===== config.mk =====
export PLATFORM = sky130hd
export DESIGN_NAME = regFile
export DESIGN_NICKNAME = d
export VERILOG_FILES = /design/src/source/lsuPkg.sv /design/src/source/regFile.sv
export SDC_FILE = /design/constraint.sdc
export NUM_CORES = 1
export LEC_CHECK = 0
export BUFFER_PORTS_ARGS = -buffer_cell sky130_fd_sc_hd__buf_2
export CAP_MARGIN = 20
export CORE_MARGIN = 2
export CORE_UTILIZATION = 55
export CTS_CLUSTER_SIZE = 20
export DETAILED_ROUTE_END_ITERATION = 10
export PLACE_DENSITY = 0.72
export SYNTH_ARGS = -nofsm -noshare
export SYNTH_HDL_FRONTEND = slang
export SYNTH_SLANG_ARGS = --single-unit

===== constraint.sdc =====
create_clock -name clk -period 3.9 [get_ports clk]
set_input_delay 0.195 -clock clk [delete_from_list [all_inputs] [get_ports clk]]
set_output_delay 0.195 -clock clk [all_outputs]
set_load 0.03 [all_outputs]

===== src/source/lsuPkg.sv =====
package lsuPkg;

    // widths shared by every block of the memory side
    localparam int dataWidth = 32;      // machine word
    localparam int addrWidth = 9;       // 512-word ram
    localparam int regIndexWidth = 4;   // 16 registers
    localparam int constWidth = 19;     // immediate field of the instruction

    // memory opcodes; every other code is legal and completes as a no-op
    typedef enum logic [4:0] {
        opLd  = 5'd0,   // R[ra] <- mem[ea]
        opLdi = 5'd1,   // R[ra] <- ea
        opSt  = 5'd2    // mem[ea] <- R[ra]
    } opcode_t;

    typedef logic [regIndexWidth-1:0] regIndex_t;  // register number
    typedef logic [addrWidth-1:0] ramAddr_t;       // low bits of the effective address

    // instruction layout, msb first
    typedef struct packed {
        opcode_t opcode;            // [31:27]
        regIndex_t ra;              // [26:23] target or store source
        regIndex_t rb;              // [22:19] base, zero means no base
        logic [constWidth-1:0] c;   // [18:0] signed constant
    } instFields_t;

    // one word seen either raw (as queued) or split into fields (as decoded)
    typedef union packed {
        logic [dataWidth-1:0] raw;
        instFields_t fields;
    } instWord_t;

    // a completion record carries the opcode, ra and one data word:
    //   ld    data read from ram
    //   ldi   effective address
    //   st    value stored
    //   other zero

endpackage


===== src/source/regFile.sv =====
`timescale 1ns/1ps

module regFile (
    input  logic clk,
    input  logic reset,
    input  lsuPkg::regIndex_t readIndexA,
    input  lsuPkg::regIndex_t readIndexB,
    output logic [31:0] readDataA,
    output logic [31:0] readDataB,
    input  logic writeEnable,
    input  lsuPkg::regIndex_t writeIndex,
    input  logic [31:0] writeData
);
    import lsuPkg::*;

    localparam int NumRegs = 1 << regIndexWidth;   // 16 entries

    logic [31:0] regs [NumRegs];

    // r0 is a plain register here; the base-zero rule lives in the unit
    always_ff @(posedge clk) begin
        if (reset) begin
            for (int i = 0; i < NumRegs; i++) begin
                regs[i] <= '0;  // every register starts cleared
            end
        end else if (writeEnable) begin
            regs[writeIndex] <= writeData;
        end
    end

    // two asynchronous read ports
    assign readDataA = regs[readIndexA];  // store source
    assign readDataB = regs[readIndexB];  // base

endmodule


==> results.md, run 1 <==
* Post_cts resized at 0
* Final hold vios at 0
* Residual DRC at 0
* Post-Syn Area at 26,600 µm²
* Vias at between 15,000 and 20,000
* CTS root buf: clkbuf_16
* HP Class: input port to flip-flop
* Distinct cells, synth at 22
* Ranking of synthesized cells by area: edfxtp_1 (58%), mux4_2 (22%), and2_1 (11%)
* Core Box Area at 47,700 µm²
* First-pass GRT wire length at 114,000 µm
* Share of the synthesized area in the top cell type at 0.578
* Yosys warns at 0
* WP buf/inv at 3
* Initial antenna violation count at 4
* Max-cap check violation count at 0
* Syn-to-layout area delta at 11.7%
* Final #Nets at roughly 1,800
* Port Buf Inserts at between 100 and 150
* CP max stage cell: mux4_2
* Postcts setup bufs at 0
* Worst Setup End Kind: output port
* Hold buffers post-CTS at 0
* Top reg by flops: regs
* First-pass DRT Iterations at 5
* Outcome: finished, final reports clean
* Critical Path Max Stage Delay at 0.56 ns
* Register area at 15,400 µm²
* Post-synth top area cell: edfxtp_1
* Power Dens Cells at between 400 and 500 nW/µm²
* Top post-synthesis cells by count: edfxtp_1 (512), and2_1 (482), mux4_2 (256), a22oi_1 (128), clkbuf_1 (114)
* Number of vias per cell at ~7
* Max FO, Critical Path at 42
* Starting density of the core at 0.557
* Clk buf depth at 3
* Largest net degree at the start of global routing at 72
* RePlAce Congestion at slightly above 0.8
* Layout cells sized above 1 at 0.326
* Max FFs per register at 512
* Measured slew at the worst slew-check pin at about 1.1 ns
* Grt ovf at 0
* Fmax at 395 MHz
* Initial DRC count at 2,035
* Final period utilization at 0.650
* Inst Count DP at about 2,300
* Num CTS Buffers at 53
* Largest delay share family, worst path: buffers and inverters
* Setup crit start kind: input port
* Sequential area share after synthesis at 0.578
* Die span in x at 224 µm
* Reg clk slew, reported paths at 0.06 ns
* Die Span Y at between 200 and 250 µm
* Total Neg Setup Slack at 0 ns
* Final setup violation count at 0
* Req. time, crit path at 3.70 ns
* Fillers at ~3,400
* Critical path type: input port to output port
* Total track usage at 0.321
* Antenna Nets Post-Route at 0
* Crit-path cells: clkbuf_8 -> buf_4 -> mux4_2 -> a22oi_1 -> nand2_1 -> buf_2
* WP data arrival at between 2 and 2.5 ns
* P_leak at between 10 and 15 nW
* Largest regs: regs (512)
* DPL Wire Length at 45,000 µm
* Die area at between 50,000 and 60,000 µm²
* Synthesized flop and latch total at 512
* Asr flop ratio synth at 0
* Number of synthesized flops with an enable pin at 512
* Post-synth top flop: edfxtp_1
* RSZ-0062 raised after global routing: false
* Top-count cell post-synth: edfxtp_1
* Max-slew violation count at 0
* Wire per inst at 32.9 µm
* Peak supply drop at 331 µV
* Total Wirelength at 79,400 µm
* Post-synthesis average cell area at around 16 µm²
* Synth Instances at 1,687
* # IOs at 111
* Final Total Pwr at around 13 mW
* Vias in the first global route at 17,085
* H-tree level count at 2
* Min Clock Period, post-route at around 2.5 ns
* Slew HR at 0.250
* Area of the multi-input gates at roughly 11,000 µm²
* Sink Count at around 500
* CTS tree: yes
* Syn Nets at between 1,500 and 2,000
* # rows at 80
* Layout Cells excl Fill at 2,412
[per-stage QoR]
step	hold WS, ns	worst slack [ns]	area [µm²]	utilization
2_1_floorplan	0.393	2.04	26600	-
3_3_place_gp	0.647	1.39	28000	0.586
4_1_cts	0.0187	1.35	29700	0.622
6_report	0.0457	1.37	29700	0.622
3_5_place_dp	0.652	1.34	28000	0.586
5_1_grt	0.0688	1.23	29700	0.622
[area by class of cell]
| class | count | area share |
|---|---|---|
| clock buffers | 65 | 0.0476 |
| flip-flops and latches | 512 | 0.518 |
| multi-input cells | 1007 | 0.359 |
| diodes | 3 | 0.000253 |
| repair buffers | 179 | 0.0399 |
| well taps | 615 | 0.0259 |
| clock inverters | 31 | 0.00973 |
[kinds of logic (layout without fill, tap and decap cells)]
logic type | count (synthesis) | after routing | synth area share
buffers and inverters | 168 | 275 | 0.0258
flip-flops | 512 | 512 | 0.578
multiplexers | 256 | 256 | 0.217
AND/OR/NAND/NOR | 623 | 623 | 0.143
AO/OA/AOI/OAI | 128 | 128 | 0.0361
other | 0 | 3 | 0
[layout by cell type (no fill, tap or decap), types with 7 or more instances in the layout]
cell | Yosys | routed
clkbuf_1 | 114 | 10
a22oi_1 | 128 | 128
and2_1 | 482 | 480
mux4_2 | 256 | 256
clkinv_2 | 0 | 10
clkbuf_16 | 0 | 55
buf_4 | 3 | 62
buf_12 | 0 | 7
edfxtp_1 | 512 | 512
or2_2 | 16 | 16
nand2_1 | 65 | 65
and2_2 | 32 | 34
buf_2 | 30 | 106
nor2_4 | 3 | 14
clkinv_1 | 0 | 9
[final timing paths]
kind | startpoint | to | slack, ns | cells past startpoint
worst max-delay path | readIndexA[0] | readDataA[1] | 1.37 | 6
worst min-delay path | writeData[20] | regs[4][20] | 0.05 | 2
[power breakdown]
| group | switching (mW) | total (mW) | leakage, nW | internal [mW] |
|---|---|---|---|---|
| Clock | 2.14 | 5.04 | 0.823 | 2.90 |
| Sequential | 0.164 | 6.54 | 4.88 | 6.37 |
| Combinational | 1.00 | 1.68 | 4.69 | 0.676 |
| Total | 3.31 | 13.3 | 10.4 | 9.95 |
[routing by layer]
layer | GRT usage | part of all wire | up-vias
li1 | - | - | 6655
met1 | 0.413 | 0.35 | 8465
met2 | 0.544 | 0.50 | 1137
met3 | 0.0518 | 0.10 | 228
met4 | 0.141 | 0.044 | 2
met5 | 0 | 0.00016 | -
No activity file was read; power rests on OpenSTA's default activity.
==> run 2, diff against run 1 <==
- clock period: 3.9 -> 2.5 ns (I/O delays scaled with it)
==> run 2 against run 1 <==
Critical endpoint is now readDataA[19]. Critical path type is now flip-flop to output port. Final cell count rose by 1.5%. First-iteration DRC count down 6.9%. Combinational power is 61% higher. Sequential power rose by 56%. Hold slack got worse by 0.033 ns. Non-clock buffer count increased by 34.
==> results.md, run 2 (synthesis gave the netlist of run 1 again) <==
* Outcome: finished, final reports clean
* Antenna Nets Post-Route at 0 (unchanged)
* Layout cells sized above 1 at 0.329 (+0.00306)
* Port Buf Inserts at 110 (unchanged)
* CTS tree: yes
* HP Class: input port to flip-flop
* Sink Count at 512 (unchanged)
* Max FO, Critical Path at 2 (-95%)
* Most frequent cells in the layout: edfxtp_1 (512), and2_1 (480), mux4_2 (256)
* Worst Setup End Kind: output port
* RSZ-0062 raised after global routing: false
* Layout Cells excl Fill at 2,448 (+1.5%)
* Final period utilization at 0.918
* Hold Crit Endpoint: regs[7][24]
* Inst Count DP at 2,324 (+0.48%)
* Most common cell after layout, fill and taps aside: edfxtp_1
* # rows at 80 (unchanged)
* WP data arrival at 2.17 ns (-0.17 ns)
* Number of vias per cell at 6.72 (-1.6%)
* Fillers at 3,390 (-1.1%)
* First-pass GRT wire length at 113,000 µm (-0.89%)
* Total Neg Setup Slack at 0 ns (unchanged)
* Clk buf depth at 3 (unchanged)
* Setup crit start kind: flip-flop
* Num CTS Buffers at 54 (+1.9%)
* CTS root buf: clkbuf_16
* # IOs at 111 (unchanged)
* Max-slew violation count at 0 (unchanged)
* Hold buffers post-CTS at 23 (+23)
* Syn-to-layout area delta at 15.1%
* Worst min-delay path startpoint: writeData[24]
* Slew HR at 0.475 (+0.224)
* Max FFs per register at 512 (unchanged)
* Die Span Y at 224 µm (unchanged)
* Residual DRC at 0 (unchanged)
* Post_cts resized at 0 (unchanged)
* Peak supply drop at 522 µV (+58%)
* H-tree level count at 2 (unchanged)
* Fmax at between 400 and 500 MHz
* Top reg by flops: regs
* Grt ovf at 0 (unchanged)
* Power Dens Cells at 712 nW/µm² (+59%)
* First-pass DRT Iterations at 5 (unchanged)
* Initial antenna violation count at 4 (unchanged)
* Starting density of the core at 0.557 (unchanged)
* Final setup violation count at 0 (unchanged)
* Total Wirelength at 77,300 µm (-2.7%)
* Core Box Area at 47,700 µm² (unchanged)
* Vias at 16,459 (-0.17%)
* RePlAce Congestion at 0.783 (-3.4%)
* Vias in the first global route at 17,211 (+0.74%)
* Reg clk slew, reported paths at 0.06 ns (about the same)
* Final hold vios at 0 (unchanged)
* Largest net degree at the start of global routing at 42 (-42%)
* Die span in x at 224 µm (unchanged)
* Max-cap check violation count at 0 (unchanged)
* DPL Wire Length at 43,500 µm (-3.2%)
* Largest regs: regs (512)
* WHS Path Cells at 2 (unchanged)
* Final #Nets at 1,835 (+1.9%)
* Postcts setup bufs at 0 (unchanged)
* Die area at 50,100 µm² (unchanged)
* Wire per inst at 31.6 µm (-4.1%)
* Min Clock Period, post-route at 2.29 ns
* P_leak at 10.8 nW (+3.9%)
* Measured slew at the worst slew-check pin at 0.786 ns (-0.338 ns)
* Req. time, crit path at 2.38 ns (-1.32 ns)
* Critical path type: flip-flop to output port
* Initial DRC count at 1,895 (-6.9%)
* Total track usage at 0.315 (-0.00535)
[run 2: cell count changes in the layout (fill, tap and decap cells not counted), moves of 3 or more]
cell and delta:
clkinv_1 +3, clkinv_2 +3, clkinvlp_4 -5, dlygate4sd3_1 +23, buf_12 +27, bufinv_16 +8, clkbuf_1 -6, buf_4 -16
[run 2: how the worst max path moves through the flow]
| stage | startpoint | to | slack, ns | cells past startpoint |
|---|---|---|---|---|
| floorplan | writeIndex[2] | regs[0][0] | 0.71 | 3 |
| global placement | readIndexB[0] | readDataB[19] | 0.49 | 6 |
| detailed placement | reset | regs[10][8] | 0.46 | 5 |
| CTS | regs[3][19] | readDataA[19] | 0.20 | 4 |
| global route | regs[3][19] | readDataA[19] | 0.14 | 4 |
| finish | regs[0][19] | readDataA[19] | 0.21 | 4 |
[run 2: per-layer routing]
layer / track usage / wire length, µm / vias up
met5: 0 / 0 / -
met4: 0.117 / 2550 / 0
met3: 0.0649 / 8100 / 171
met2: 0.519 / 38100 / 1075
met1: 0.421 / 28600 / 8480
li1: - / - / 6733
[run 2: through the flow]
stage	power [mW]	hold WS [ns]	worst slack [ns]	util	area, µm²
global placement	12.9	0.580	0.493	0.595	28400
global route	22.3	0.0291	0.138	0.641	30600
detailed placement	13.0	0.593	0.461	0.595	28400
CTS	21.8	0.00301	0.205	0.641	30600
finish	21.8	0.0125	0.205	0.641	30600
floorplan	12.0	0.323	0.711	-	26600
[run 2: critical path, cell delays in order, from the launching register on]
cell and delay [ns]:
edfxtp_1 0.42, mux4_2 0.47, a22oi_1 0.35, nand2_1 0.13, buf_2 0.19
[run 2: layout make-up]
cell class	instances	area (µm²)	area share
Antenna cell	1	2.50	0.0000818
Timing Repair Buffer	213	1840	0.0601
Sequential cell	512	15400	0.503
Tap cell	615	769	0.0252
Clock buffer	61	1440	0.0471
Clock inverter	39	509	0.0166
Multi-Input combinational cell	1007	10700	0.348
[run 2: report_power, final]
| group | internal [mW] | switching [mW] | leakage, nW | total [mW] |
|---|---|---|---|---|
| clock | 5.45 | 3.43 | 0.965 | 8.88 |
| combinational | 1.15 | 1.55 | 4.96 | 2.70 |
| sequential | 9.94 | 0.254 | 4.88 | 10.2 |
