### config.mk
export PLATFORM = sky130hd
export DESIGN_NAME = loadStoreUnit_flat
export DESIGN_NICKNAME = d
export VERILOG_FILES = /design/src/source/lsuPkg.sv /design/src/source/ramBus.sv /design/src/source/loadStoreUnit.sv /design/src/flat_wrapper.sv
export SDC_FILE = /design/constraint.sdc
export NUM_CORES = 1
export LEC_CHECK = 0
export ABC_AREA = 1
export BUFFER_PORTS_ARGS = -buffer_cell sky130_fd_sc_hd__buf_2
export CAP_MARGIN = 15
export CORE_MARGIN = 2
export CORE_UTILIZATION = 53
export DETAILED_ROUTE_END_ITERATION = 7
export GPL_ROUTABILITY_DRIVEN = 0
export HOLD_SLACK_MARGIN = 0.08
export PLACE_DENSITY = 0.88
export SLEW_MARGIN = 5
export SYNTH_ARGS = -nofsm -noshare
export SYNTH_HDL_FRONTEND = slang
export SYNTH_SLANG_ARGS = --single-unit
### constraint.sdc
create_clock -name clk -period 6.6 [get_ports clk]
set_input_delay 0.66 -clock clk [delete_from_list [all_inputs] [get_ports clk]]
set_output_delay 0.66 -clock clk [all_outputs]
set_load 0.005 [all_outputs]
### src/source/lsuPkg.sv
package lsuPkg;

    // widths shared by every block of the memory side
    localparam int dataWidth = 32;      // machine word
    localparam int addrWidth = 9;       // 512-word ram
    localparam int regIndexWidth = 4;   // 16 registers
    localparam int constWidth = 19;     // immediate field of the instruction

    // memory opcodes; every other code is legal and completes as a no-op
    typedef enum logic [4:0] {
        opLd  = 5'd0,   // R[ra] <- mem[ea]
        opLdi = 5'd1,   // R[ra] <- ea
        opSt  = 5'd2    // mem[ea] <- R[ra]
    } opcode_t;

    typedef logic [regIndexWidth-1:0] regIndex_t;  // register number
    typedef logic [addrWidth-1:0] ramAddr_t;       // low bits of the effective address

    // instruction layout, msb first
    typedef struct packed {
        opcode_t opcode;            // [31:27]
        regIndex_t ra;              // [26:23] target or store source
        regIndex_t rb;              // [22:19] base, zero means no base
        logic [constWidth-1:0] c;   // [18:0] signed constant
    } instFields_t;

    // one word seen either raw (as queued) or split into fields (as decoded)
    typedef union packed {
        logic [dataWidth-1:0] raw;
        instFields_t fields;
    } instWord_t;

    // a completion record carries the opcode, ra and one data word:
    //   ld    data read from ram
    //   ldi   effective address
    //   st    value stored
    //   other zero

endpackage

### src/source/ramBus.sv
`timescale 1ns/1ps

// single-port ram access between the unit and the memory
interface ramBus;
    import lsuPkg::*;

    ramAddr_t address;                  // word address, low bits of ea
    logic [dataWidth-1:0] writeData;    // store data
    logic writeEnable;                  // one-cycle store strobe
    logic readEnable;                   // one-cycle load strobe
    logic [dataWidth-1:0] readData;     // valid the cycle after readEnable

    // unit side
    modport master (
        output address,
        output writeData,
        output writeEnable,
        output readEnable,
        input  readData
    );

    // memory side
    modport slave (
        input  address,
        input  writeData,
        input  writeEnable,
        input  readEnable,
        output readData
    );

endinterface

### src/source/loadStoreUnit.sv
`timescale 1ns/1ps

module loadStoreUnit #(
    parameter int ResultCredits = 2
) (
    input  logic clk,
    input  logic reset,
    input  logic headValid,
    input  lsuPkg::instWord_t headWord,
    output logic pop,
    ramBus.master ram,
    output lsuPkg::regIndex_t readIndexA,
    output lsuPkg::regIndex_t readIndexB,
    input  logic [31:0] readDataA,
    input  logic [31:0] readDataB,
    output logic regWriteEnable,
    output lsuPkg::regIndex_t regWriteIndex,
    output logic [31:0] regWriteData,
    output logic resValid,
    output lsuPkg::opcode_t resOp,
    output lsuPkg::regIndex_t resReg,
    output logic [31:0] resData,
    input  logic resCredit
);
    import lsuPkg::*;

    localparam logic [1:0] stateIdle = 2'd0;      // waiting or popping
    localparam logic [1:0] stateExecute = 2'd1;   // ram or register action with non-load records
    localparam logic [1:0] stateLoadWait = 2'd2;  // ram read data returns
    localparam int CreditWidth = $clog2(ResultCredits + 1);

    logic [1:0] state;
    logic [CreditWidth-1:0] credits;    // result records we may still send
    instFields_t inst;                  // instruction in flight
    logic [dataWidth-1:0] effAddr;      // latched effective address
    logic [dataWidth-1:0] storeData;    // latched R[ra]
    logic [dataWidth-1:0] headBase;
    logic [dataWidth-1:0] headEffAddr;
    logic isLoad;
    logic isLoadImm;
    logic isStore;

    // registers are read straight off the queue head during the pop cycle;
    // only one instruction is in flight, so no write can be pending
    assign readIndexA = headWord.fields.ra;
    assign readIndexB = headWord.fields.rb;

    // rb = 0 means no base rather than R0
    assign headBase = (headWord.fields.rb == '0) ? '0 : readDataB;
    assign headEffAddr = {{(dataWidth - constWidth){headWord.fields.c[constWidth-1]}},
                          headWord.fields.c} + headBase;

    // control FSM; pop is registered and lasts exactly one cycle
    always_ff @(posedge clk) begin
        if (reset) begin
            state <= stateIdle;
            pop <= 1'b0;
        end else begin
            pop <= 1'b0;
            case (state)
                stateIdle: begin
                    if (pop) begin
                        state <= stateExecute;  // head taken at this edge
                    end else if (headValid && credits != '0) begin
                        pop <= 1'b1;            // head taken next while a credit is left
                    end
                end
                stateExecute: begin
                    state <= isLoad ? stateLoadWait : stateIdle;
                end
                stateLoadWait: begin
                    state <= stateIdle;
                end
                default: begin
                    state <= stateIdle;
                end
            endcase
        end
    end

    // instruction payload latched on pop
    always_ff @(posedge clk) begin
        if (pop) begin
            inst <= headWord.fields;
            effAddr <= headEffAddr;
            storeData <= readDataA;
        end
    end

    // result credits spent per record and returned per resCredit pulse
    always_ff @(posedge clk) begin
        if (reset) begin
            credits <= CreditWidth'(ResultCredits);
        end else begin
            credits <= credits + CreditWidth'(resCredit) - CreditWidth'(resValid);
        end
    end

    assign isLoad = (inst.opcode == opLd);
    assign isLoadImm = (inst.opcode == opLdi);
    assign isStore = (inst.opcode == opSt);

    // ram access issued in the cycle after pop
    assign ram.address = effAddr[addrWidth-1:0];  // ea truncated to 9 bits
    assign ram.writeData = storeData;
    assign ram.writeEnable = (state == stateExecute) && isStore;
    assign ram.readEnable = (state == stateExecute) && isLoad;

    // register write lands with the record
    assign regWriteEnable = ((state == stateExecute) && isLoadImm) || (state == stateLoadWait);
    assign regWriteIndex = inst.ra;
    assign regWriteData = isLoad ? ram.readData : effAddr;

    // completion record
    assign resValid = ((state == stateExecute) && !isLoad) || (state == stateLoadWait);
    assign resOp = inst.opcode;
    assign resReg = inst.ra;

    always_comb begin
        case (inst.opcode)
            opLd: resData = ram.readData;
            opLdi: resData = effAddr;        // full 32-bit ea
            opSt: resData = storeData;
            default: resData = '0;           // no-op record
        endcase
    end

endmodule

### src/flat_wrapper.sv
// flat-port wrapper written by rule: the top's interface ports become plain ports
module loadStoreUnit_flat import lsuPkg::*;
#(
    parameter int ResultCredits = 2
)
  (clk, reset, headValid, headWord, pop, readIndexA, readIndexB, readDataA, readDataB, regWriteEnable, regWriteIndex, regWriteData, resValid, resOp, resReg, resData, resCredit, ram_address, ram_writeData, ram_writeEnable, ram_readEnable, ram_readData);
  ramBus ram_i ();
  input  logic clk;
  input  logic reset;
  input  logic headValid;
  input  lsuPkg::instWord_t headWord;
  output logic pop;
  output lsuPkg::regIndex_t readIndexA;
  output lsuPkg::regIndex_t readIndexB;
  input  logic [31:0] readDataA;
  input  logic [31:0] readDataB;
  output logic regWriteEnable;
  output lsuPkg::regIndex_t regWriteIndex;
  output logic [31:0] regWriteData;
  output logic resValid;
  output lsuPkg::opcode_t resOp;
  output lsuPkg::regIndex_t resReg;
  output logic [31:0] resData;
  input  logic resCredit;
  output wire logic [$bits(ram_i.address)-1:0] ram_address;
  output wire logic [$bits(ram_i.writeData)-1:0] ram_writeData;
  output wire logic [$bits(ram_i.writeEnable)-1:0] ram_writeEnable;
  output wire logic [$bits(ram_i.readEnable)-1:0] ram_readEnable;
  input wire logic [$bits(ram_i.readData)-1:0] ram_readData;
  assign ram_address = ram_i.address;
  assign ram_writeData = ram_i.writeData;
  assign ram_writeEnable = ram_i.writeEnable;
  assign ram_readEnable = ram_i.readEnable;
  assign ram_i.readData = ram_readData;
  loadStoreUnit #(.ResultCredits(ResultCredits)) u_core (.clk(clk), .reset(reset), .headValid(headValid), .headWord(headWord), .pop(pop), .ram(ram_i), .readIndexA(readIndexA), .readIndexB(readIndexB), .readDataA(readDataA), .readDataB(readDataB), .regWriteEnable(regWriteEnable), .regWriteIndex(regWriteIndex), .regWriteData(regWriteData), .resValid(resValid), .resOp(resOp), .resReg(resReg), .resData(resData), .resCredit(resCredit));
endmodule
==> impl_metrics.env <==
export IMPL_outcome="completed"
export IMPL_syn_nets=1037
export IMPL_ys_top_cells_by_area="edfxtp_1, nand2_1, inv_1"
export IMPL_power_density_nw_per_um2=195
export IMPL_clk_latency_ps=330
export IMPL_p_clk_frac=0.326
export IMPL_setup_viol=0
export IMPL_hold_path_startpoint="readDataA[7]"
export IMPL_maxCapViolCount=0
export IMPL_via_count=6237
export IMPL_rows=39
export IMPL_leakagePower_nw=4.36
export IMPL_crit_arrival_ps=2550
export IMPL_grt_pass1_wl_um=27900
export IMPL_rrSetupSlack_ps=3760
export IMPL_crit_required_ps=5940
export IMPL_comb_power_share=0.251
export IMPL_cts_tree="built"
export IMPL_viasPerCell=4.96
export IMPL_numCtsBuffers=9
export IMPL_fin_util=0.677
export IMPL_relSlewSlack=0.295
export IMPL_r2r_end="u_core.credits[1]"
export IMPL_antenna_found_initial=0
export IMPL_dpl_cell_area_um2=7330
export IMPL_ctsHoldBuffers=0
export IMPL_dieWidth_um=111
export IMPL_cts_root_buffer_cell="clkbuf_16"
export IMPL_final_antenna_net_count=0
export IMPL_dpl_hpwl_um=14200
export IMPL_dr_pass1_iters=5
export IMPL_netlist_instances=871
export IMPL_skew_ps=8.19
export IMPL_port_buffers=262
export IMPL_h_tree_depth=3
export IMPL_diodes=0
export IMPL_die_h_um=111
export IMPL_ir_drop_uv=162
export IMPL_hold_ws_ps=504
export IMPL_ys_ff_latch=78
export IMPL_slew_viol_final=0
export IMPL_worst_pin_slew_ps=1060
export IMPL_gr_total_overflow=0
export IMPL_grt_pass1_vias=5804
export IMPL_grt_setup_unrepaired="false"
export IMPL_initial_utilization=0.538
export IMPL_setup_ws_ps=3390
export IMPL_drive_gt1_frac=0.265
export IMPL_clock_sinks=78
export IMPL_r2r_start="u_core.resOp[3]"
export IMPL_synth_warnings=0
export IMPL_hold_path_endpoint="u_core.ram.writeData[7]"
export IMPL_p_int_w=0.00104
export IMPL_p_seq_frac=0.422
export IMPL_min_path_type="input port to flip-flop"
export IMPL_synth_cell_type_count=28
export IMPL_fin_area_um2=7630
export IMPL_ios=263
export IMPL_cts_setup_buffers=0
export IMPL_yosysSeqAreaShare=0.378
export IMPL_hold_viol=0
export IMPL_final_common_cell="nand2_1"
export IMPL_cp_start_kind="flip-flop"
export IMPL_grt_total_usage=0.277
export IMPL_postSynthAreaPerCell_um2=6.96
export IMPL_synth_area_leader_cell="edfxtp_1"
export IMPL_final_cell_mix="nand2_1, buf_2, inv_1, nor2_1, edfxtp_1"
export IMPL_routed_wirelength_um=17100
export IMPL_wl_per_cell_um=13.6
export IMPL_critPathKind="flip-flop to output pin"
export IMPL_grt_max_degree=77
export IMPL_nNetsFinal=1276
export IMPL_first_iter_violations=416
export IMPL_hold_path_depth=1
export IMPL_clkSlewWorstSetupHoldPaths_ps=70
export IMPL_cts_resized_gates=0
export IMPL_syn2layout_area_growth_pct=25.8
export IMPL_fin_crit_sh=0.486
export IMPL_die_area_um2=12300
export IMPL_drc_errors=0
export IMPL_period_minus_slack_ps=3210
export IMPL_cp_end_kind="output pin"
export IMPL_clockBufferDepth=2
export IMPL_synth_top_cell_area_share=0.362
export IMPL_cp_max_fo=46
export IMPL_r2r_cells=10
export IMPL_power_switching_w=0.000445
export IMPL_core_area_um2=11300
export IMPL_place_ws_ps=3110
export IMPL_fin_setup_tns_ps=0
export IMPL_syn_area_um2=6060
export IMPL_fmax_ghz=0.312
export IMPL_swShare=0.300
cell families (layout without fill, tap and decap cells):
family                   count (synthesis)  after routing  share of synthesized area
buffers and inverters                  223            467                      0.156
flip-flops                              78             78                      0.378
XOR/XNOR                                17             17                     0.0246
AND/OR/NAND/NOR                        433            433                      0.286
adder cells (fa/ha/maj)                 34             34                     0.0714
AO/OA/AOI/OAI                           86             86                     0.0846
power by group through the flow:
stage | Clock (W) | Combinational, W | Sequential [W]
finish | 0.000485 | 0.000373 | 0.000627
global route | 0.000515 | 0.000421 | 0.000632
CTS | 0.000492 | 0.000370 | 0.000628
detailed placement | 0 | 0.000368 | 0.000638
global placement | 0 | 0.000358 | 0.000637
floorplan | 0 | 0.000231 | 0.000631
worst max-delay path by stage:
stage / from / end / slack (ps) / cells after the start
global placement: headWord[20] / u_core.effAddr[28] / 3230 / 17
finish: u_core.resOp[3] / ram_readEnable / 3390 / 7
global route: headWord[20] / u_core.effAddr[28] / 3140 / 17
floorplan: headWord[20] / u_core.effAddr[28] / 3930 / 16
CTS: u_core.resOp[3] / resData[17] / 3360 / 6
detailed placement: headWord[20] / u_core.effAddr[28] / 3110 / 17
metrics by stage:
step | instances | power (W)
final | 1258 | 0.00148
after global placement | 1242 | 0.000994
after floorplan | 871 | 0.000862
after global routing | 1258 | 0.00157
after detailed placement | 1242 | 0.00101
after CTS | 1258 | 0.00149
area by class of cell:
class                   count  area [um^2]
clock buffers               9          225
clock inverters             7         73.8
fillers                   998         3640
inverters                 187          702
multi-input cells         570         2830
flip-flops and latches     78         2300
well taps                 143          179
repair buffers            264         1330
worst max-delay path, stage by stage, from the launching register on:
cell and delay (ps):
edfxtp_1 420, nor2_2 200, nand2_2 80, nor3_4 490
buf_4 500, inv_1 180, nor2_1 200, buf_2 150
synth_stat cells:
| master | n |
|---|---|
| a21o_1 | 1 |
| a21oi_1 | 20 |
| buf_2 | 1 |
| buf_4 | 21 |
| buf_6 | 3 |
| clkbuf_1 | 8 |
| clkbuf_2 | 3 |
| dfxtp_1 | 5 |
| edfxtp_1 | 73 |
| fa_1 | 1 |
| ha_1 | 33 |
| inv_1 | 187 |
| nand2_1 | 301 |
| nand2_2 | 9 |
| nand3_1 | 28 |
| nand3_2 | 1 |
| nand4_1 | 6 |
| nor2_1 | 77 |
| nor2_2 | 1 |
| nor3_1 | 7 |
| nor3_4 | 1 |
| o211ai_1 | 30 |
| o21ai_0 | 32 |
| o21ai_1 | 1 |
| o21bai_1 | 2 |
| or2_2 | 2 |
| xnor2_1 | 1 |
| xor2_1 | 16 |
metal layers:
layer,up-vias,GRT usage,wire length [um]
met2,253,0.490,8420
met3,32,0.0448,1190
met4,0,0.0842,403
li1,3164,-,-
met1,2788,0.350,7120
met5,-,0,0
flip-flops by register name, summed over array words and instances (netlist names):
name and flops:
u_core.pop 1, u_core.regWriteIndex 4, u_core.effAddr 32, u_core.resOp 5
u_core.credits 2, u_core.state 2, u_core.ram.writeData 32
No activity file was read; power rests on OpenSTA's default activity.
