===== src/source/lsuPkg.sv =====
package lsuPkg;

    // widths shared by every block of the memory side
    localparam int dataWidth = 32;      // machine word
    localparam int addrWidth = 9;       // 512-word ram
    localparam int regIndexWidth = 4;   // 16 registers
    localparam int constWidth = 19;     // immediate field of the instruction

    // memory opcodes; every other code is legal and completes as a no-op
    typedef enum logic [4:0] {
        opLd  = 5'd0,   // R[ra] <- mem[ea]
        opLdi = 5'd1,   // R[ra] <- ea
        opSt  = 5'd2    // mem[ea] <- R[ra]
    } opcode_t;

    typedef logic [regIndexWidth-1:0] regIndex_t;  // register number
    typedef logic [addrWidth-1:0] ramAddr_t;       // low bits of the effective address

    // instruction layout, msb first
    typedef struct packed {
        opcode_t opcode;            // [31:27]
        regIndex_t ra;              // [26:23] target or store source
        regIndex_t rb;              // [22:19] base, zero means no base
        logic [constWidth-1:0] c;   // [18:0] signed constant
    } instFields_t;

    // one word seen either raw (as queued) or split into fields (as decoded)
    typedef union packed {
        logic [dataWidth-1:0] raw;
        instFields_t fields;
    } instWord_t;

    // a completion record carries the opcode, ra and one data word:
    //   ld    data read from ram
    //   ldi   effective address
    //   st    value stored
    //   other zero

endpackage


===== src/source/instQueue.sv =====
`timescale 1ns/1ps

module instQueue #(
    parameter int Depth = 4
) (
    input  logic clk,
    input  logic reset,
    input  logic instValid,
    input  lsuPkg::instWord_t instWord,
    output logic headValid,
    output lsuPkg::instWord_t headWord,
    input  logic pop,
    output logic instCredit
);
    import lsuPkg::*;

    localparam int PtrWidth = (Depth > 1) ? $clog2(Depth) : 1;
    localparam int CountWidth = $clog2(Depth + 1);

    instWord_t slots [Depth];           // circular buffer storage
    logic [PtrWidth-1:0] wrPtr;         // next free slot
    logic [PtrWidth-1:0] rdPtr;         // current head
    logic [CountWidth-1:0] count;       // words held

    // wrap explicitly so a depth that is not a power of two still works
    function automatic logic [PtrWidth-1:0] nextPtr(input logic [PtrWidth-1:0] ptr);
        return (ptr == PtrWidth'(Depth - 1)) ? '0 : ptr + 1'b1;
    endfunction

    // payload store
    always_ff @(posedge clk) begin
        if (instValid) begin
            slots[wrPtr] <= instWord;
        end
    end

    // pointers and occupancy
    // the sender's credits keep count from passing Depth
    always_ff @(posedge clk) begin
        if (reset) begin
            wrPtr <= '0;
            rdPtr <= '0;
            count <= '0;
        end else begin
            if (instValid) begin
                wrPtr <= nextPtr(wrPtr);
            end
            if (pop) begin
                rdPtr <= nextPtr(rdPtr);
            end
            count <= count + CountWidth'(instValid) - CountWidth'(pop);  // push and pop may coincide
        end
    end

    assign headValid = (count != '0);   // word pushed in t shows up in t+1
    assign headWord = slots[rdPtr];

    // one credit per word taken, straight from the unit's pop flop
    // and in the same cycle as the pop
    assign instCredit = pop;

endmodule


===== config.mk =====
export PLATFORM = sky130hd
export DESIGN_NAME = instQueue
export DESIGN_NICKNAME = d
export VERILOG_FILES = /design/src/source/lsuPkg.sv /design/src/source/instQueue.sv
export SDC_FILE = /design/constraint.sdc
export NUM_CORES = 1
export LEC_CHECK = 0
export CAP_MARGIN = 20
export CORE_UTILIZATION = 30
export CTS_BUF_LIST = sky130_fd_sc_hd__clkbuf_16
export DETAILED_ROUTE_END_ITERATION = 8
export DONT_BUFFER_PORTS = 1
export HOLD_SLACK_MARGIN = 0.02
export SKIP_LAST_GASP = 1
export SYNTH_ARGS = -nofsm -noshare
export SYNTH_HDL_FRONTEND = slang
export SYNTH_SLANG_ARGS = --single-unit

===== constraint.sdc =====
create_clock -name clk -period 4.13 [get_ports clk]
set_clock_uncertainty 0.1 [all_clocks]
set_input_delay 0 -clock clk [delete_from_list [all_inputs] [get_ports clk]]
set_output_delay 0 -clock clk [all_outputs]
set_load 0.005 [all_outputs]

==> impl_results.md, run 1 <==
* Routed Wire Length at 9.05 mm
* Via-to-Cell Ratio at between 4 and 5
* Max Root-Sink Buffers at 2
* CP required at 4030 ps
* Int Power at 2.71 mW
* Largest net degree at the start of global routing at 33
* Final design instance area without fill at ~0.0063 sq mm
* Post-synth cell types at 20
* Max_cap viols at 0
* Top FF cell, synth: edfxtp_1
* Die W at around 130 um
* Max incr delay on CP at 710 ps
* Tot GR Track Use at 0.113
* Crit end category: primary output
* Clock power share at 0.455
* Post-CTS sizing at 0
* CTS tree: done
* Post-synth top cells: edfxtp_1 (128), mux4_2 (30), dfxtp_1 (9)
* Sw Ratio at 0.200
* Overall die height at 132 um
* Pwr dens at 540 mW/mm^2
* Largest cells by area after synthesis: edfxtp_1 (75%), mux4_2 (13%), dfxtp_1 (3.5%)
* Non-filler instance count after layout at approximately 500
* Total number of vias at 2,182
* Top Ports at 70
* Clk slew on worst S/H paths at 60 ps
* Later-pin clock latency in the skew report at 410 ps
* Rows at 47
* CP max FO at 18
* Comb power frac at 0.067
* Drt pass-1 iters at 4
* CTS Buf Count at 17
* DRC at 0
* Routability cong. at 0.598
* Port buffer count at 0
* Top-count cell post-synth: edfxtp_1
* Tmin final at around 2300 ps
* Detailed placer's ending HPWL at 5.14 mm
* Area post-placement at 0.00530 sq mm
* Post-synth top area cell: edfxtp_1
* Share of post-route cells with drive strength above 1 at 0.247
* P_leak at 2.04 nW
* Core ar. at 0.0166 sq mm
* Fill cells at between 1,500 and 2,000
* Clk sinks at 137
* Diode count at 0
* Post-synth top area share at 0.753
* Area delta synth->final at 23.0%
* Crit-path slowest cell: dfxtp_2
* Outcome: complete, no violations
* Worst-Margin Slew at around 1000 ps
* Sequential fraction of the synthesis area at 0.788
* EDFF count, synth at about 130
* Synthesized area at 0.00511 sq mm
* Sequential fraction of design power at 0.478
* Initial Util at 0.308
* Crit path kind: reg -> out
* Max-slew headroom at the worst pin at 0.352
* Syn. warnings at 0
* Final Cycle Share at 0.564
* Hold slack final at roughly 190 ps
* TNS Setup at 0 ps
* Synth Net Count at roughly 250
* Setup crit start kind: register
* First-pass GRT wire length at 14.0 mm
* Final nets at 302
* Initial antenna violation count at 0
* Hold Path Class: in -> reg
* ANT nets after route at 0
* Endpoints failing hold at 0
* Unrepaired setup endpoints after global routing: no
* Psw at 0.677 mW
* Final Util at 0.379
* Root Buffer: clkbuf_16
* H-tree lvl count at 4
* Initial DRC count at 126
* Synth Instances at 209
* Worst-path cell chain: buf_4 -> mux4_1
* Congestion Overflow GR at 0
* Synth Register Bits at 137
* Die area at 0.0176 sq mm
* Dpl ws at 2140 ps
* Final Slew Violations at 0
* Worst VDD drop at roughly 0.00028 V
* Final worst slack at 1800 ps
* Max Freq at 429 MHz
* Placed cells at around 420
* Critical path arrival at 2230 ps
* WL per Instance at 18.4 um
* Asr flop ratio synth at 0
* Pwr Total at 3.39 mW
* Setup-failing EPs final at 0
* Average instance area after synthesis at 24.4 sq um
* Number of global-route vias before repair at 2,461
[critical path, delay by kind of cell, from the launching register on]
family	cells	cell delay, ps
buffers and inverters	1	460
DFF	1	710
muxes	1	630
[final timing paths]
path,slack (ps),endpoint,from,depth (start not counted)
hold reg to reg,420,register,rdPtr[0],2
setup reg to reg,1930,count[2],count[0],9
hold / removal,190,slots[3][0],instWord[0],1
setup / recovery,1800,headWord[26],register,2
[sequential cells by signal (all words and copies together), names as in the netlist, named ones only]
signal	count
wrPtr	2
rdPtr	2
count	3
slots	128
[what timing repair did]
item                                   4_1_cts  5_1_grt
hold buffers                                37        0
buffers inserted                             0        0
endpoints found under the hold margin      138        0
[power groups by stage]
stage | logic (mW) | clock network [mW] | registers [mW]
floorplan | 0.163 | 0 | 1.63
global placement | 0.175 | 0 | 1.65
detailed placement | 0.179 | 0 | 1.65
CTS | 0.235 | 1.59 | 1.63
global route | 0.251 | 1.64 | 1.63
finish | 0.227 | 1.54 | 1.62
[logic make-up (layout without fill, tap and decap cells)]
group           count (synthesis)  count (layout)  share of synthesized area
fa+ha+maj                       8               8                     0.0211
simple gates                   14              14                     0.0162
flops                         137             137                      0.788
buf+inv                        13              75                     0.0220
mux                            34              34                      0.146
compound gates                  2               2                    0.00196
xor+xnor                        1               1                    0.00441
[metal layers]
layer	track usage	share of wire
met1	0.119	0.40
met5	0	0
met2	0.189	0.52
met3	0.0540	0.070
met4	0.0556	0.017
[layout make-up]
class                           instances  area (sq um)  area share
Inverter                                5          18.8     0.00299
Multi-Input combinational cell         59           976       0.155
Sequential cell                       137          4030       0.641
Clock inverter                         15           184      0.0293
Tap cell                              220           275      0.0438
Clock buffer                           17           425      0.0677
Timing Repair Buffer                   38           378      0.0601
[layout by cell type, fill, tap and decap left out]
cell type        n
dfxtp_2          2
ha_1             7
clkbuf_16       17
and2_2           4
or3_1            1
clkinv_4         2
clkinv_1         2
dlygate4sd3_1   37
nor2_1           4
buf_4            1
inv_1            7
nor2b_1          1
xnor3_1          1
bufinv_16        4
mux4_2          30
inv_6            1
fa_1             1
clkinv_2         3
a21oi_1          2
edfxtp_1       128
clkinvlp_4       1
mux4_1           2
dfxtp_1          7
or3b_2           2
nand2b_1         2
mux2i_1          2
Note: power is estimated with default switching activity, not from simulation.
==> run 2: changes to the inputs <==
--- a/config.mk
+++ b/config.mk
@@ -5,6 +5,7 @@
 export SDC_FILE = /design/constraint.sdc
 export NUM_CORES = 1
 export LEC_CHECK = 0
+export ABC_AREA = 1
 export CAP_MARGIN = 20
 export CORE_UTILIZATION = 30
 export CTS_BUF_LIST = sky130_fd_sc_hd__clkbuf_16
==> constraint.sdc (replaced) <==
create_clock -name clk -period 2.06 [get_ports clk]
set_clock_uncertainty 0.1 [all_clocks]
set_input_delay 0 -clock clk [delete_from_list [all_inputs] [get_ports clk]]
set_output_delay 0 -clock clk [all_outputs]
set_load 0.005 [all_outputs]
==> impl_results.md, run 2 <==
* Outcome: complete, no violations
* CP required at between 2000 and 2500 ps
* Comb power frac at 0.081
* CTS Buf Count at 17
* Asr flop ratio synth at 0
* Post-synth top area share at 0.695
* Top Ports at 70
* Final Util at 0.373
* Clk sinks at 137
* Max-slew headroom at the worst pin at 0.741
* Congestion Overflow GR at 0
* Largest regs: slots (128), count (3)
* Most frequent cells in the layout: edfxtp_1 (128), inv_1 (76), nand2_1 (73)
* Root Buffer: clkbuf_16
* Sw Ratio at 0.219
* Rows at 49
* First-pass GRT wire length at between 15 and 20 mm
* Post-synth top cells: edfxtp_1 (128), inv_1 (79), nand2_1 (73)
* Area delta synth->final at 21.7%
* Max_cap viols at 0
* Final worst slack at roughly 280 ps
* Psw at 1.48 mW
* Post-CTS sizing at 0
* Share of post-route cells with drive strength above 1 at 0.0844
* Max Freq at between 500 and 600 MHz
* Via-to-Cell Ratio at 4.36
* Non-filler instance count after layout at 716
* Routed Wire Length at 10.2 mm
* Post-synth top area cell: edfxtp_1
* DRC at 0
* Average instance area after synthesis at 12.8 sq um
* Largest cells by area after synthesis: edfxtp_1 (70%), inv_1 (5.4%), nand2_1 (5.0%)
* Fill cells at between 1,500 and 2,000
* EDFF count, synth at 128
* Crit end category: register
* Max Root-Sink Buffers at 2
* Tot GR Track Use at 0.112
* Critical path arrival at between 1500 and 2000 ps
* Crit path kind: reg -> reg
* Worst VDD drop at around 0.00058 V
* Initial DRC count at 140
* Hold Path Class: in -> reg
* Worst-Margin Slew at 388 ps
* Int Power at between 5 and 6 mW
* Most common cell after layout, fill and taps aside: edfxtp_1
* Number of global-route vias before repair at between 3,000 and 4,000
* Dpl ws at between 400 and 500 ps
* Final Cycle Share at 0.865
* Placed cells at 648
* Endpoints failing hold at 0
* Top FF cell, synth: edfxtp_1
* Unrepaired setup endpoints after global routing: no
* Routability cong. at 0.700
* Setup crit start kind: register
* Sequential fraction of the synthesis area at 0.728
* Post-synth cell types at 16
* WL per Instance at 14.2 um
* CP max FO at 2
* Clk slew on worst S/H paths at 60 ps
* Final Slew Violations at 0
* Die W at 138 um
* TNS Setup at 0 ps
* Initial antenna violation count at 1
* Detailed placer's ending HPWL at 6.33 mm
* Top-count cell post-synth: edfxtp_1
* Pwr dens at 1000 mW/mm^2
* Drt pass-1 iters at 4
* Clock power share at 0.439
* Final nets at 518
* Max reg flops at ~130
* P_leak at 2.54 nW
* Later-pin clock latency in the skew report at around 410 ps
* Largest net degree at the start of global routing at 65
* Die area at about 0.019 sq mm
* Initial Util at 0.307
* ANT nets after route at 0
* Synth Instances at 432
* Overall die height at between 100 and 150 um
* Port buffer count at 0
* Synth Net Count at 476
* CTS tree: done
* Pwr Total at 6.76 mW
* Synth Register Bits at roughly 140
* Synthesized area at 0.00553 sq mm
* Hold slack final at 193 ps
* Core ar. at ~0.018 sq mm
* Area post-placement at between 0.005 and 0.006 sq mm
* Setup-failing EPs final at 0
* Total number of vias at 3,122
* Tmin final at 1780 ps
* Final design instance area without fill at 0.00673 sq mm
* Syn. warnings at 0
* Largest Register: slots
* Sequential fraction of design power at 0.480
* H-tree lvl count at 4
run 2: cell types whose count changed after synthesis, sizes merged, moves of 3 or more:
| cell | delta |
|---|---|
| clkbuf | +3 |
| o211ai | +32 |
| nor2 | +5 |
| a21oi | +33 |
| o21ai | +35 |
| buf | +11 |
| nand2 | +73 |
| and2 | -4 |
| inv | +74 |
| mux4 | -32 |
run 2: path summary, 6_finish.rpt:
check / end / cells past startpoint / slack, ps / start
hold / removal: count[1] / 2 / 190 / reset
setup / recovery: count[0] / 7 / 280 / count[0]
hold reg to reg: register / 2 / 400 / rdPtr[0]
setup reg to reg: count[0] / 7 / 280 / count[0]
run 2: cell type report:
cell class | count | area (sq um) | area share
clock buffers | 17 | 425 | 0.0632
repair buffers | 45 | 515 | 0.0766
well taps | 229 | 287 | 0.0426
diodes | 1 | 2.50 | 0.000372
flip-flops and latches | 137 | 4030 | 0.599
multi-input cells | 194 | 1020 | 0.151
inverters | 79 | 297 | 0.0441
clock inverters | 14 | 156 | 0.0232
run 2: per-layer routing:
layer	share of wire	wire, um	vias to the layer above	global-route usage
met5	0	0	-	0
met3	0.053	544	13	0.0412
met1	0.43	4370	1483	0.124
met4	0.015	150	0	0.0507
met2	0.50	5110	57	0.192
li1	-	-	1569	-
run 2: cell families after synthesis:
logic type	Yosys count	share of synthesized area
AOI/OAI and AO/OA	102	0.107
adders and majority gates	8	0.0195
buffers and inverters	101	0.0883
DFF	137	0.728
and+or+nand+nor	84	0.0575
run 2: timing repair:
action	in CTS	in global routing
setup buffers	0	0
hold endpoints to repair	245	0
hold buffers	36	0
run 2: critical path, cell delays in order, from the launching register on:
cell           delay (ps)
dfxtp_1               310
inv_1                  50
ha_1                  270
inv_1                  50
ha_1                  260
dlygate4sd3_1         560
inv_1                  50
nor2_1                 30
run 2: power by group through the flow:
stage,Sequential (mW),Combinational (mW),Clock [mW]
after floorplan,3.28,0.374,0
after global placement,3.29,0.459,0
after detailed placement,3.30,0.472,0
after CTS,3.24,0.566,3.03
after global routing,3.25,0.621,3.16
final,3.24,0.548,2.97
